[src/hdl/uart_rx_pkg.sv]
// uart receiver shared definitions
`default_nettype none

package uart_rx_pkg;

  // ----------------------------------------
  // oversampling positions within a bit
  // ----------------------------------------
  localparam int unsigned ticks_per_bit    = 16; // baud_ticks per serial bit
  localparam int unsigned start_check_tick = 8;  // mid start bit
  localparam int unsigned sample_tick      = 15; // data and parity sample point
  localparam int unsigned stop_check_tick  = 14; // stop bit level check
  localparam int unsigned wait_ticks       = 6;  // give up on a stuck low line

  // number of bits shifted in, at most 8 data plus parity
  typedef logic [3:0] bit_cnt_t;

  // receive sequence, each step is +1 in the encoding
  typedef enum logic [1:0] {
    idle       = 2'd0,
    data_bits  = 2'd1,
    stop_bit   = 2'd2,
    wait_state = 2'd3
  } rx_state_e;

  // ----------------------------------------
  // received frame, lsb first, right-justified
  // ----------------------------------------
  typedef struct packed {
    logic       par;  // parity bit, or zero without parity
    logic [7:0] data;
  } frame_wide_t;

  typedef struct packed {
    logic       unused; // always zero in 7-bit mode
    logic       par;
    logic [6:0] data;
  } frame_narrow_t;

  // 8-bit frames use the wide view, 7-bit frames the narrow one
  typedef union packed {
    frame_wide_t   wide;
    frame_narrow_t narrow;
  } frame_word_u;

endpackage

`default_nettype wire
[src/hdl/uart_rx.sv]
// asynchronous serial receiver
`timescale 1ns/1ps
`default_nettype none

module uart_rx (
  input  wire        clk,
  input  wire        aresetn,
  input  wire        baud_tick,           // 16x bit rate strobe
  input  wire        rx,
  input  wire        bit8,
  input  wire        parity_en,
  input  wire        odd_n_even,
  input  wire        read_rx_byte,
  input  wire        clear_parity,
  input  wire        clear_framing_error,
  output logic [7:0] rx_byte,
  output logic       receive_full,
  output logic       overflow,
  output logic       parity_err,
  output logic       framing_error
);

  logic rx_filtered;
  logic in_idle;
  logic in_wait;
  logic start_seen;
  logic sample_now;
  logic stop_check;
  logic wait_done;
  logic frame_done;
  logic stop_bad;

  uart_rx_pkg::frame_word_u frame_word;

  // ----------------------------------------
  // receive path
  // ----------------------------------------
  rx_majority_filter filter_i (
    .clk         (clk),
    .aresetn     (aresetn),
    .baud_tick   (baud_tick),
    .rx          (rx),
    .rx_filtered (rx_filtered)
  );

  rx_bit_timer timer_i (
    .clk         (clk),
    .aresetn     (aresetn),
    .baud_tick   (baud_tick),
    .rx_filtered (rx_filtered),
    .in_idle     (in_idle),
    .in_wait     (in_wait),
    .start_seen  (start_seen),
    .sample_now  (sample_now),
    .stop_check  (stop_check),
    .wait_done   (wait_done)
  );

  rx_frame_fsm fsm_i (
    .clk         (clk),
    .aresetn     (aresetn),
    .rx_filtered (rx_filtered),
    .start_seen  (start_seen),
    .sample_now  (sample_now),
    .stop_check  (stop_check),
    .wait_done   (wait_done),
    .bit8        (bit8),
    .parity_en   (parity_en),
    .in_idle     (in_idle),
    .in_wait     (in_wait),
    .frame_done  (frame_done),
    .frame_word  (frame_word),
    .stop_bad    (stop_bad)
  );

  rx_status_regs status_i (
    .clk                 (clk),
    .aresetn             (aresetn),
    .frame_done          (frame_done),
    .frame_word          (frame_word),
    .stop_bad            (stop_bad),
    .bit8                (bit8),
    .parity_en           (parity_en),
    .odd_n_even          (odd_n_even),
    .read_rx_byte        (read_rx_byte),
    .clear_parity        (clear_parity),
    .clear_framing_error (clear_framing_error),
    .rx_byte             (rx_byte),
    .receive_full        (receive_full),
    .overflow            (overflow),
    .parity_err          (parity_err),
    .framing_error       (framing_error)
  );

endmodule

`default_nettype wire

[src/hdl/rx_status_regs.sv]
// receive byte and status flags
`timescale 1ns/1ps
`default_nettype none

module rx_status_regs (
  input  wire        clk,
  input  wire        aresetn,
  input  wire        frame_done,
  input  wire uart_rx_pkg::frame_word_u frame_word,
  input  wire        stop_bad,
  input  wire        bit8,
  input  wire        parity_en,
  input  wire        odd_n_even,          // odd parity when set
  input  wire        read_rx_byte,
  input  wire        clear_parity,
  input  wire        clear_framing_error,
  output logic [7:0] rx_byte,
  output logic       receive_full,
  output logic       overflow,
  output logic       parity_err,
  output logic       framing_error
);

  logic [7:0] data_byte;
  logic       par_bit;
  logic       ones_odd;  // odd count of ones over data and parity
  logic       bad_par;
  logic       byte_free;

  // pick the frame view for the current format
  assign data_byte = bit8 ? frame_word.wide.data : {1'b0, frame_word.narrow.data};
  assign par_bit   = bit8 ? frame_word.wide.par  : frame_word.narrow.par;
  assign ones_odd  = ^{data_byte, par_bit};
  assign bad_par   = ones_odd ^ odd_n_even;

  // a read in the same clk makes room for the new byte
  assign byte_free = !receive_full || read_rx_byte;

  // ----------------------------------------
  // holding byte, full and overflow
  // ----------------------------------------
  always_ff @(posedge clk or negedge aresetn)
  begin
    if (!aresetn)
    begin
      rx_byte      <= '0;
      receive_full <= 1'b0;
      overflow     <= 1'b0;
    end
    else
    begin
      if (read_rx_byte)
      begin
        receive_full <= 1'b0;
        overflow     <= 1'b0;
      end
      if (frame_done)
      begin
        if (byte_free)
        begin
          rx_byte      <= data_byte;
          receive_full <= 1'b1;
        end
        else
        begin
          overflow <= 1'b1; // held byte is kept
        end
      end
    end
  end

  // ----------------------------------------
  // error flags, a new error beats its clear
  // ----------------------------------------
  always_ff @(posedge clk or negedge aresetn)
  begin
    if (!aresetn)
    begin
      parity_err    <= 1'b0;
      framing_error <= 1'b0;
    end
    else
    begin
      if (clear_parity)
        parity_err <= 1'b0;
      if (frame_done && parity_en && bad_par)
        parity_err <= 1'b1;

      if (clear_framing_error)
        framing_error <= 1'b0;
      if (stop_bad)
        framing_error <= 1'b1;
    end
  end

  a_overflow_needs_full: assert property (@(posedge clk) disable iff (!aresetn)
    overflow |-> receive_full);

endmodule

`default_nettype wire

[src/hdl/rx_frame_fsm.sv]
// receive frame state machine
`timescale 1ns/1ps
`default_nettype none

module rx_frame_fsm (
  input  wire  clk,
  input  wire  aresetn,
  input  wire  rx_filtered,
  input  wire  start_seen,
  input  wire  sample_now,
  input  wire  stop_check,
  input  wire  wait_done,
  input  wire  bit8,        // 8 data bits when set, else 7
  input  wire  parity_en,
  output logic in_idle,
  output logic in_wait,
  output logic frame_done,
  output uart_rx_pkg::frame_word_u frame_word,
  output logic stop_bad     // stop bit read low
);

  uart_rx_pkg::rx_state_e state;
  uart_rx_pkg::bit_cnt_t  bit_cnt;   // bits shifted in so far
  uart_rx_pkg::bit_cnt_t  frame_len; // data bits plus parity
  logic [8:0]             shift_reg;
  logic                   all_in;

  assign all_in = (bit_cnt == frame_len);

  // ----------------------------------------
  // state and bit count
  // ----------------------------------------
  always_ff @(posedge clk or negedge aresetn)
  begin
    if (!aresetn)
    begin
      state     <= uart_rx_pkg::idle;
      bit_cnt   <= '0;
      frame_len <= '0;
    end
    else
    begin
      case (state)
        uart_rx_pkg::idle:
        begin
          if (start_seen)
          begin
            state     <= uart_rx_pkg::data_bits;
            bit_cnt   <= '0;
            // format is taken once per frame
            frame_len <= (bit8 ? 4'd8 : 4'd7) + {3'b000, parity_en};
          end
        end
        uart_rx_pkg::data_bits:
        begin
          if (all_in)
            state <= uart_rx_pkg::stop_bit;
          else if (sample_now)
            bit_cnt <= bit_cnt + 4'd1;
        end
        uart_rx_pkg::stop_bit:
        begin
          if (sample_now) // end of the stop bit period
            state <= uart_rx_pkg::wait_state;
        end
        uart_rx_pkg::wait_state:
        begin
          // a low line after the stop bit is not taken as a new start
          if (rx_filtered || wait_done)
            state <= uart_rx_pkg::idle;
        end
        default:
        begin
          state <= uart_rx_pkg::idle;
        end
      endcase
    end
  end

  // ----------------------------------------
  // data shift register
  // ----------------------------------------
  always_ff @(posedge clk)
  begin
    if (state == uart_rx_pkg::idle && start_seen)
      shift_reg <= '0; // unused top bits stay zero
    else if (state == uart_rx_pkg::data_bits && sample_now && !all_in)
      shift_reg[bit_cnt] <= rx_filtered; // lsb first, lands right-justified
  end

  assign frame_word = shift_reg;

  assign in_idle    = (state == uart_rx_pkg::idle);
  assign in_wait    = (state == uart_rx_pkg::wait_state);
  assign frame_done = (state == uart_rx_pkg::data_bits) && all_in;
  assign stop_bad   = (state == uart_rx_pkg::stop_bit) && stop_check && !rx_filtered;

  // states only ever step forward by one, wrapping from wait back to idle
  a_state_order: assert property (@(posedge clk) disable iff (!aresetn)
    $changed(state) |-> (state == 2'($past(state) + 2'd1)));

  // a frame completes on the clk right after its last bit is sampled
  a_done_after_sample: assert property (@(posedge clk) disable iff (!aresetn)
    frame_done |-> $past(sample_now));

endmodule

`default_nettype wire

[src/hdl/rx_bit_timer.sv]
// receive oversample timer
`timescale 1ns/1ps
`default_nettype none

module rx_bit_timer (
  input  wire  clk,
  input  wire  aresetn,
  input  wire  baud_tick,
  input  wire  rx_filtered,
  input  wire  in_idle,     // fsm waiting for a start bit
  input  wire  in_wait,     // fsm waiting for the line to go high
  output logic start_seen,
  output logic sample_now,
  output logic stop_check,
  output logic wait_done
);

  localparam int cnt_w = $clog2(uart_rx_pkg::ticks_per_bit);

  localparam logic [cnt_w-1:0] start_pos  = cnt_w'(uart_rx_pkg::start_check_tick);
  localparam logic [cnt_w-1:0] sample_pos = cnt_w'(uart_rx_pkg::sample_tick);
  localparam logic [cnt_w-1:0] stop_pos   = cnt_w'(uart_rx_pkg::stop_check_tick);
  localparam logic [cnt_w-1:0] wait_pos   = cnt_w'(uart_rx_pkg::wait_ticks);

  logic [cnt_w-1:0] tick_cnt; // wraps once per bit period
  logic             restart;

  // held at zero while the idle line is high, realigned on a start bit
  assign restart = (in_idle && (rx_filtered || tick_cnt == start_pos)) ||
                   (in_wait && tick_cnt == wait_pos);

  always_ff @(posedge clk or negedge aresetn)
  begin
    if (!aresetn)
    begin
      tick_cnt <= '0;
    end
    else if (baud_tick)
    begin
      if (restart)
        tick_cnt <= '0;
      else
        tick_cnt <= tick_cnt + 1'b1;
    end
  end

  // ----------------------------------------
  // tick position decode
  // ----------------------------------------
  assign start_seen = baud_tick && in_idle && !rx_filtered && (tick_cnt == start_pos);
  assign sample_now = baud_tick && (tick_cnt == sample_pos); // late in the bit, after filter delay
  assign stop_check = baud_tick && (tick_cnt == stop_pos);
  assign wait_done  = baud_tick && in_wait && (tick_cnt == wait_pos);

  // while waiting for a start the count never gets past mid start bit
  a_idle_count_low: assert property (@(posedge clk) disable iff (!aresetn)
    in_idle |-> !(sample_now || stop_check));

endmodule

`default_nettype wire

[src/hdl/rx_majority_filter.sv]
// rx line glitch filter
`timescale 1ns/1ps
`default_nettype none

module rx_majority_filter (
  input  wire  clk,
  input  wire  aresetn,
  input  wire  baud_tick,   // 16x bit rate strobe
  input  wire  rx,          // raw serial line
  output logic rx_filtered  // majority of the last three samples
);

  logic [2:0] samples; // newest sample on top

  // ----------------------------------------
  // sample window
  // ----------------------------------------
  always_ff @(posedge clk or negedge aresetn)
  begin
    if (!aresetn)
    begin
      samples <= 3'b111; // line idles high
    end
    else if (baud_tick)
    begin
      samples <= {rx, samples[2:1]};
    end
  end

  // two out of three wins, so a one-tick glitch never gets through
  assign rx_filtered = (samples[0] & samples[1]) |
                       (samples[1] & samples[2]) |
                       (samples[0] & samples[2]);

endmodule

`default_nettype wire

[config.mk]
export PLATFORM = sky130hd
export DESIGN_NAME = uart_rx
export DESIGN_NICKNAME = d
export VERILOG_FILES = /design/src/hdl/uart_rx_pkg.sv /design/src/hdl/uart_rx.sv /design/src/hdl/rx_status_regs.sv /design/src/hdl/rx_frame_fsm.sv /design/src/hdl/rx_bit_timer.sv /design/src/hdl/rx_majority_filter.sv
export SDC_FILE = /design/constraint.sdc
export NUM_CORES = 1
export LEC_CHECK = 0
export BUFFER_PORTS_ARGS = -buffer_cell sky130_fd_sc_hd__buf_4
export CAP_MARGIN = 40
export CORE_MARGIN = 4
export CORE_UTILIZATION = 55
export CTS_CLUSTER_DIAMETER = 200
export CTS_CLUSTER_SIZE = 28
export DETAILED_ROUTE_END_ITERATION = 8
export PLACE_DENSITY = 0.79
export SKIP_LAST_GASP = 1
export SYNTH_ARGS = -nofsm -noshare
export SYNTH_HDL_FRONTEND = slang
export SYNTH_SLANG_ARGS = --single-unit
export TNS_END_PERCENT = 5
[constraint.sdc]
create_clock -name clk -period 4.67 [get_ports clk]
set_input_delay 0.2335 -clock clk [delete_from_list [all_inputs] [get_ports clk]]
set_output_delay 0.2335 -clock clk [all_outputs]
set_load 0.01 [all_outputs]
-- Word level (Yosys, flattened, before mapping)
Index checks and enable logic that the tools add are counted.
- flip-flop bits (word level): 38
- word-level logic and storage cells: 96
- magnitude comparators: 2
- equality and inequality tests: 14
- reductions and logical operators: 34
- add/subtract/negate cells: 3
- bitwise operators: 6
- muxes and demuxes: 26
- operators with widths (cell ; number):
    2-to-1 mux 4 bit ; 5
    logical AND 1 bit ; 18
    == test 4 bit (second input constant) ; 3
    2-to-1 mux 1 bit ; 12
    != test 2 x 1 -> 1 bit (second input constant) ; 5
    bitwise mux 9 bit ; 1
    XOR reduction 9 bit ; 1
    adder 4 x 1 -> 4 bit (second input constant) ; 2
    2-to-1 mux 2 bit ; 4
    2-to-1 mux 8 bit ; 1
    one-hot mux 2 bit (4 select lines) ; 1
    one-hot mux 4 bit (2 select lines) ; 1
    AND reduction 4 bit ; 2
    nonzero test 2 bit ; 3
    < comparator 4 x 5 -> 1 bit (second input constant) ; 1
    adder 4 x 1 -> 4 bit ; 1
    demux 1 bit (select 4 bit) ; 1
    == test 2 bit (second input constant) ; 2
    == test 4 x 3 -> 1 bit (second input constant) ; 1
    == test 4 bit ; 1
    greater-or-equal comparator 4 x 1 -> 1 bit (second input constant) ; 1
    logical OR 1 bit ; 4
    AND reduction 2 bit ; 2
    AND 1 bit ; 3
    6 further kinds ; 9

-- Depth between registers and ports, before layout
Gate-level depths: netlist of the first run.
- word-level depth: 8
- depth in mapped cells: 8
- depth with buffers taken out: 7

-- Cells and area by module
Synthesis of the first run repeated with hierarchy kept, for this count alone.
- cell total of the unflattened synthesis: 195
- area total of the unflattened synthesis: 2089.5 µm²
- modules (own cells, without submodules) (module ; seq. area each (µm²) ; cells each ; area an instance (µm²) ; instances):
    rx_frame_fsm ; 405.4 ; 114 ; 1108.6 ; 1
    rx_status_regs ; 300.3 ; 41 ; 549.3 ; 1
    rx_bit_timer ; 100.1 ; 33 ; 307.8 ; 1
    rx_majority_filter ; 78.8 ; 7 ; 123.9 ; 1

-- Worst setup path after synthesis of the first run
No wires, ideal clock.
- path type: reg-to-reg
- start point: register fsm_i.bit_cnt[1]
- end point: register fsm_i.shift_reg[1], in the netlist fsm_i.frame_word[1]
- path buffers: 1
- arrival: 1831 ps
- setup time: 74 ps
- setup slack: 2765 ps
- stages on the path, launching flop included: 7
- cells stage by stage: dfrtp_1 and3_1 o211a_1 or3b_1 buf_6 nor4b_2 mux2i_1
- word-level cells in the longest chain between the ends: 5
- ends and longest elaborated chain (element ; line ; RTL):
    from (decl) ; rx_frame_fsm.sv:23 ; uart_rx_pkg::bit_cnt_t bit_cnt;
    from (signal assigned) ; rx_frame_fsm.sv:59 ; bit_cnt <= bit_cnt + 4'd1;
    < comparator 4 x 5 -> 1 bit (implied by the code) or greater-or-equal comparator 4 x 1 -> 1 bit (tied branches) ; rx_frame_fsm.sv:88 ; shift_reg[bit_cnt] <= rx_filtered;
    logical AND 1 bit (implied by the code) ; rx_frame_fsm.sv:88 ;
    2-to-1 mux 1 bit (implied by the code) ; rx_frame_fsm.sv:88 ;
    demux 1 bit (select 4 bit) ; n/a ;
    bitwise mux 9 bit ; rx_frame_fsm.sv:88 ;
    to (signal, indexed assignment) ; rx_frame_fsm.sv:88 ;
    to (decl) ; rx_frame_fsm.sv:25 ; logic [8:0] shift_reg;
Parallel ways exist; a longest one is shown, timed or not.
A chain may end at the register's enable or synchronous reset.

-- Worst setup path after layout of the first run
- start point: register fsm_i.bit_cnt[2]
- end point: register fsm_i.shift_reg[1], in the netlist fsm_i.frame_word[1]
The elaborated chain is that of the path after synthesis.

==> flow_summary.json, run 1 <==
{
  "status": "completed",
  "slowest_stage": "or3b_1",
  "drive_gt1_share_pct": 23.4,
  "initial_core_util_pct": 59.3,
  "multi_input_area_um2": 1080,
  "ctsHoldBuffers": 1,
  "arrival_ns": 2.59,
  "antenna_found_initial": 0,
  "wl_per_cell_um": 15.4,
  "grt_max_degree": 29,
  "num_vias": 1470,
  "vdd_ir_drop_max_uv": 268,
  "layout_common_cells": "25 x dfrtp_1, 21 x buf_4, 18 x nand2_1",
  "yosys.area.top_type_share_pct": 30.4,
  "num_antenna_cells": 0,
  "clk_latency_ns": 0.29,
  "ys.flop_type": "dfrtp_1",
  "drc": 0,
  "grt_setup_unrepaired": "no",
  "drtIter0Drc": 71,
  "netlist_instances": 191,
  "cp.depth": 5,
  "cp-endpoint": "fsm_i.frame_word[1]",
  "grt_pass1_wl_um": 7020,
  "timing.fmax_ghz": 0.420,
  "syn-num-nets": 215,
  "ys_warn_count": 0,
  "coreArea_um2": 3470,
  "cts_inserted_buffers": 5,
  "reg2reg_setup_slack_ns": 2.29,
  "via_per_inst": 5.65,
  "regArea_um2": 885,
  "crit_path_start": "fsm_i.bit_cnt[2]",
  "worstReg2RegStart": "fsm_i.bit_cnt[2]",
  "fp.dieW_um": 69.2,
  "ys_seq_elements": 37,
  "whs_path_depth": 2,
  "finalHoldViolations": 0,
  "cts_resized": 0,
  "htree_levels": 2,
  "synthesis.area_um2": 2060,
  "finalCritPeriodShare_pct": 50.9,
  "finalClockSkew_ns": 0.00993,
  "path_delay_family": "simple AND/OR/NAND/NOR gates",
  "ant_nets": 0,
  "grtUsageTotal_pct": 18.0,
  "setup_tns_ns": 0,
  "synth_area_leaders": "dfrtp_1 30%, dfxtp_1 8.8%, ha_1 8.5%",
  "path_max_fanout": 11,
  "nets": 237,
  "final_common_cell": "dfrtp_1",
  "critical_path_required_ns": 4.88,
  "p_leak_nw": 1.07,
  "yosysSeqAreaShare_pct": 43.0,
  "timing.rr.end": "fsm_i.frame_word[1]",
  "portBuffers": 21,
  "synth-async-reset-ratio_pct": 75.7,
  "crit_type": "reg -> reg",
  "yosysTopAreaCell": "dfrtp_1",
  "cts.path.max_buffers": 2,
  "n_fill_cell": 269,
  "critical_path_buf_inv_count": 0,
  "utilization_pct": 67.9,
  "synth.avg_cell_area_um2": 10.8,
  "place_congestion": 0.875,
  "rr_worst_depth": 5,
  "die_area_um2": 4780,
  "start_kind": "flip-flop",
  "hpwl_um": 2910,
  "holdCritPathClass": "in -> reg",
  "final-setup-viol-count": 0,
  "synth_edf_count": 0,
  "grt_overflow": 0,
  "maxCapViolations": 0,
  "totalWireLength_um": 4000,
  "first_pass_iters": 4,
  "cts.sinks": 37,
  "die_y_um": 69.2,
  "tightest_slew_ns": 0.727,
  "row_count": 21,
  "maxSlewHeadroom_pct": 51.2,
  "ioPinCount": 22,
  "cts_setup_buffers": 0,
  "areaGrowthSynthToFinish_pct": 14.5,
  "ys_types": 43,
  "crit_path_cell_trace": "and3_1 -> o211a_1 -> or3b_1 -> nor4b_2 -> mux2i_1",
  "cts_tree": "built",
  "clk_pin_slew_worst_paths_ns": 0.08,
  "fin_crit_ns": 2.38,
  "first_global_vias": 1469,
  "power.density_nw_per_um2": 503,
  "maxSlewViolCount": 0,
  "finalPower_mw": 1.18,
  "endpoint_kind": "flip-flop",
  "slowest_delay_ns": 0.60,
  "cts-root-buf": "clkbuf_8"
}
[area by class of cell]
type	count	area share, %
timing repair buffer	22	7.12
clock buffer	5	2.92
sequential	37	37.6
inverter	12	1.91
multi-input combinational	135	46.1
tap	46	2.44
clock inverter	3	1.97
[synth_stat cells, drive strengths merged (4+ instances only)]
| master | instances |
|---|---|
| a21oi | 5 |
| clkbuf | 4 |
| dfrtp | 25 |
| dfxtp | 9 |
| ha | 14 |
| inv | 12 |
| mux2 | 13 |
| mux2i | 11 |
| nand2 | 18 |
| nand3 | 5 |
| nor2 | 4 |
| nor3 | 4 |
| nor3b | 6 |
| nor4b | 5 |
| o21ai | 8 |
| xnor2 | 10 |
[report_power, final]
part	switching [mW]	internal [mW]	total, mW
Combinational	0.209	0.201	0.411
Clock	0.121	0.160	0.281
Sequential	0.0983	0.394	0.492
Total	0.429	0.755	1.18
[through the flow]
step	worst slack [ns]	area (um^2)	cells	hold slack, ns
after global routing	2.16	2350	260	0.105
after global placement	2.46	2230	251	0.167
after CTS	2.30	2350	260	0.0949
after detailed placement	2.33	2230	251	0.177
final	2.29	2350	260	0.0992
after floorplan	2.76	2060	191	-0.0621
[cell families after synthesis]
logic type | Yosys count | share of synthesized area (%)
AOI/OAI and AO/OA | 29 | 9.49
xor gates and xnor gates | 11 | 4.68
adders and majority gates | 15 | 9.00
buffers and inverters | 19 | 4.26
DFF | 37 | 43.0
muxes | 24 | 12.5
and+or+nand+nor | 56 | 17.1
[worst min-delay path by stage]
stage	from	endpoint
floorplan	aresetn	fsm_i.bit_cnt[0]
global placement	aresetn	timer_i.tick_cnt[3]
detailed placement	aresetn	timer_i.tick_cnt[2]
CTS	read_rx_byte	status_i.overflow
global route	read_rx_byte	status_i.overflow
finish	read_rx_byte	status_i.overflow
[registers in the layout, summed over array words and instances (netlist names)]
| name | cells |
|---|---|
| fsm_i.frame_word | 9 |
| status_i.rx_byte | 8 |
| fsm_i.bit_cnt | 4 |
| timer_i.tick_cnt | 4 |
| filter_i.samples | 3 |
| fsm_i.frame_len | 3 |
| fsm_i.state | 2 |
| status_i.framing_error | 1 |
| status_i.overflow | 1 |
| status_i.parity_err | 1 |
| status_i.receive_full | 1 |
[per-layer routing]
layer | global-route usage, % | share of wire, % | vias to the layer above
met5 | 0 | 0 | -
met4 | 8.89 | 2.3 | 0
met3 | 3.49 | 4.2 | 10
met2 | 28.9 | 50 | 40
met1 | 23.0 | 44 | 706
li1 | - | - | 714
No activity file was read; power rests on OpenSTA's default activity.
==> inputs of run 2 (changes only) <==
- clock period: 4.67 -> 2.47 ns (I/O delays scaled with it)
==> run 2 against run 1 <==
Global-route usage is 1.1 points lower. Via count shrank 1.6%. Setup slack got worse by 2.0 ns. Flip-flop and latch count did not move. Clock skew grew 0.0028 ns. Sequential share of layout area fell by 0.47 points. Wire length decreased by 6.5%. Die area is the same. Largest cell class unchanged.
==> flow_summary.json, run 2 (synthesis gave the netlist of run 1 again) <==
{
  "status": "completed",
  "num_antenna_cells": 0,
  "cts_resized": 0,
  "cts_setup_buffers": 0,
  "tightest_slew_ns": 0.717,
  "htree_levels": 2,
  "row_count": 21,
  "cts_inserted_buffers": 5,
  "cts.path.max_buffers": 2,
  "fin_crit_ns": 2.17,
  "maxCapViolations": 0,
  "clk_pin_slew_worst_paths_ns": 0.08,
  "power.density_nw_per_um2": 954,
  "p_clk_share_pct": 23.8,
  "areaGrowthSynthToFinish_pct": 15.9,
  "min_from": "clear_framing_error",
  "die_area_um2": 4780,
  "finalClockSkew_ns": 0.0127,
  "drtIter0Drc": 84,
  "largest_reg_flops": 9,
  "utilization_pct": 68.8,
  "timing.rr.end": "fsm_i.frame_word[1]",
  "cts-root-buf": "clkbuf_8",
  "fin_ws_ns": 0.303,
  "placed_cell_area_um2": 2240,
  "layout_common_cells": "25 x dfrtp_1, 23 x buf_4, 18 x nand2_1",
  "finalCritPeriodShare_pct": 87.7,
  "drive_gt1_share_pct": 24.0,
  "path_delay_family": "simple AND/OR/NAND/NOR gates",
  "crit_type": "reg -> reg",
  "whs_path_depth": 2,
  "grt_setup_unrepaired": "no",
  "final-setup-viol-count": 0,
  "ioPinCount": 22,
  "critical_path_buf_inv_count": 0,
  "setup_tns_ns": 0,
  "portBuffers": 21,
  "critical_path_required_ns": 2.67,
  "min_to": "status_i.framing_error",
  "wl_per_cell_um": 14.2,
  "pwr-share-comb_pct": 37.7,
  "antenna_found_initial": 0,
  "coreArea_um2": 3470,
  "num_vias": 1446,
  "ant_nets": 0,
  "path_max_fanout": 10,
  "ctsHoldBuffers": 2,
  "timing.fmax_ghz": 0.461,
  "slowest_delay_ns": 0.60,
  "place_congestion": 0.915,
  "initial_core_util_pct": 59.3,
  "grt_max_degree": 29,
  "cts_tree": "built",
  "cts.sinks": 37,
  "p_seq_share_pct": 38.6,
  "via_per_inst": 5.50,
  "grtUsageTotal_pct": 16.8,
  "switching_share_pct": 35.3,
  "p_switching_mw": 0.802,
  "grt_pass1_wl_um": 6640,
  "rr_worst_depth": 5,
  "first_pass_iters": 4,
  "p_int_mw": 1.47,
  "start_kind": "flip-flop",
  "reg2reg_setup_slack_ns": 0.30,
  "holdCritPathClass": "in -> reg",
  "final_common_cell": "dfrtp_1",
  "hpwl_um": 2830,
  "crit_path_cell_trace": "and3_1 -> o211a_1 -> or3b_1 -> nor4b_2 -> mux2i_1",
  "drc": 0,
  "vdd_ir_drop_max_uv": 484,
  "p_leak_nw": 1.08,
  "endpoint_kind": "flip-flop",
  "worstReg2RegStart": "fsm_i.bit_cnt[1]",
  "die_y_um": 69.2,
  "fp.dieW_um": 69.2,
  "finalHoldViolations": 0,
  "n_fill_cell": 270,
  "arrival_ns": 2.37,
  "grt_overflow": 0,
  "slowest_stage": "or3b_1",
  "first_global_vias": 1437,
  "nets": 240,
  "maxSlewViolCount": 0,
  "stdcell_area_um2": 2380,
  "totalWireLength_um": 3740,
  "preCtsSetupSlack_ns": 0.322,
  "maxSlewHeadroom_pct": 51.9,
  "clk_latency_ns": 0.28
}
## run 2: cell count changes in the layout (fill, tap and decap cells not counted)
cell           previous run  this run
clkinv_4                  1         0
clkbuf_8                  5         6
buf_4                    21        23
dlygate4sd3_1             1         2
## run 2: how the worst max path moves through the flow
stage / startpoint / depth (start not counted) / end
detailed placement: fsm_i.bit_cnt[1] / 5 / fsm_i.frame_word[1]
global placement: fsm_i.bit_cnt[1] / 5 / fsm_i.frame_word[3]
floorplan: fsm_i.bit_cnt[1] / 6 / fsm_i.frame_word[1]
CTS: fsm_i.bit_cnt[1] / 5 / fsm_i.frame_word[1]
finish: fsm_i.bit_cnt[1] / 5 / fsm_i.frame_word[1]
global route: fsm_i.bit_cnt[1] / 5 / fsm_i.frame_word[1]
## run 2: power by group through the flow
stage / logic [mW] / clock network (mW) / registers [mW]
2_1_floorplan: 0.647 / 0 / 0.866
3_3_place_gp: 0.816 / 0 / 0.876
3_5_place_dp: 0.848 / 0 / 0.889
4_1_cts: 0.858 / 0.551 / 0.876
5_1_grt: 0.964 / 0.581 / 0.897
6_report: 0.857 / 0.541 / 0.877
## run 2: layout make-up
class                           count  area [um^2]  area share (%)
Multi-Input combinational cell    135         1080            45.5
Sequential cell                    37          885            37.1
Timing Repair Buffer               25          193            8.08
Clock buffer                        6         82.6            3.46
Tap cell                           46         57.6            2.41
Inverter                           12         45.0            1.89
Clock inverter                      2         37.5            1.57
## run 2: stage by stage
step,instances,hold slack (ns),power (mW)
floorplan,191,-0.172,1.51
global route,263,0.0293,2.44
CTS,263,0.0142,2.28
detailed placement,253,0.0626,1.74
finish,263,0.0175,2.28
global placement,253,0.0585,1.69
## run 2: layer usage
metal	vias to the layer above	part of all wire, %	routed length, um	global-route usage (%)
li1	719	-	-	-
met2	32	48	1790	26.8
met4	0	1.1	41	4.99
met1	689	47	1770	23.0
met5	-	0	0	0
met3	6	3.8	141	3.63
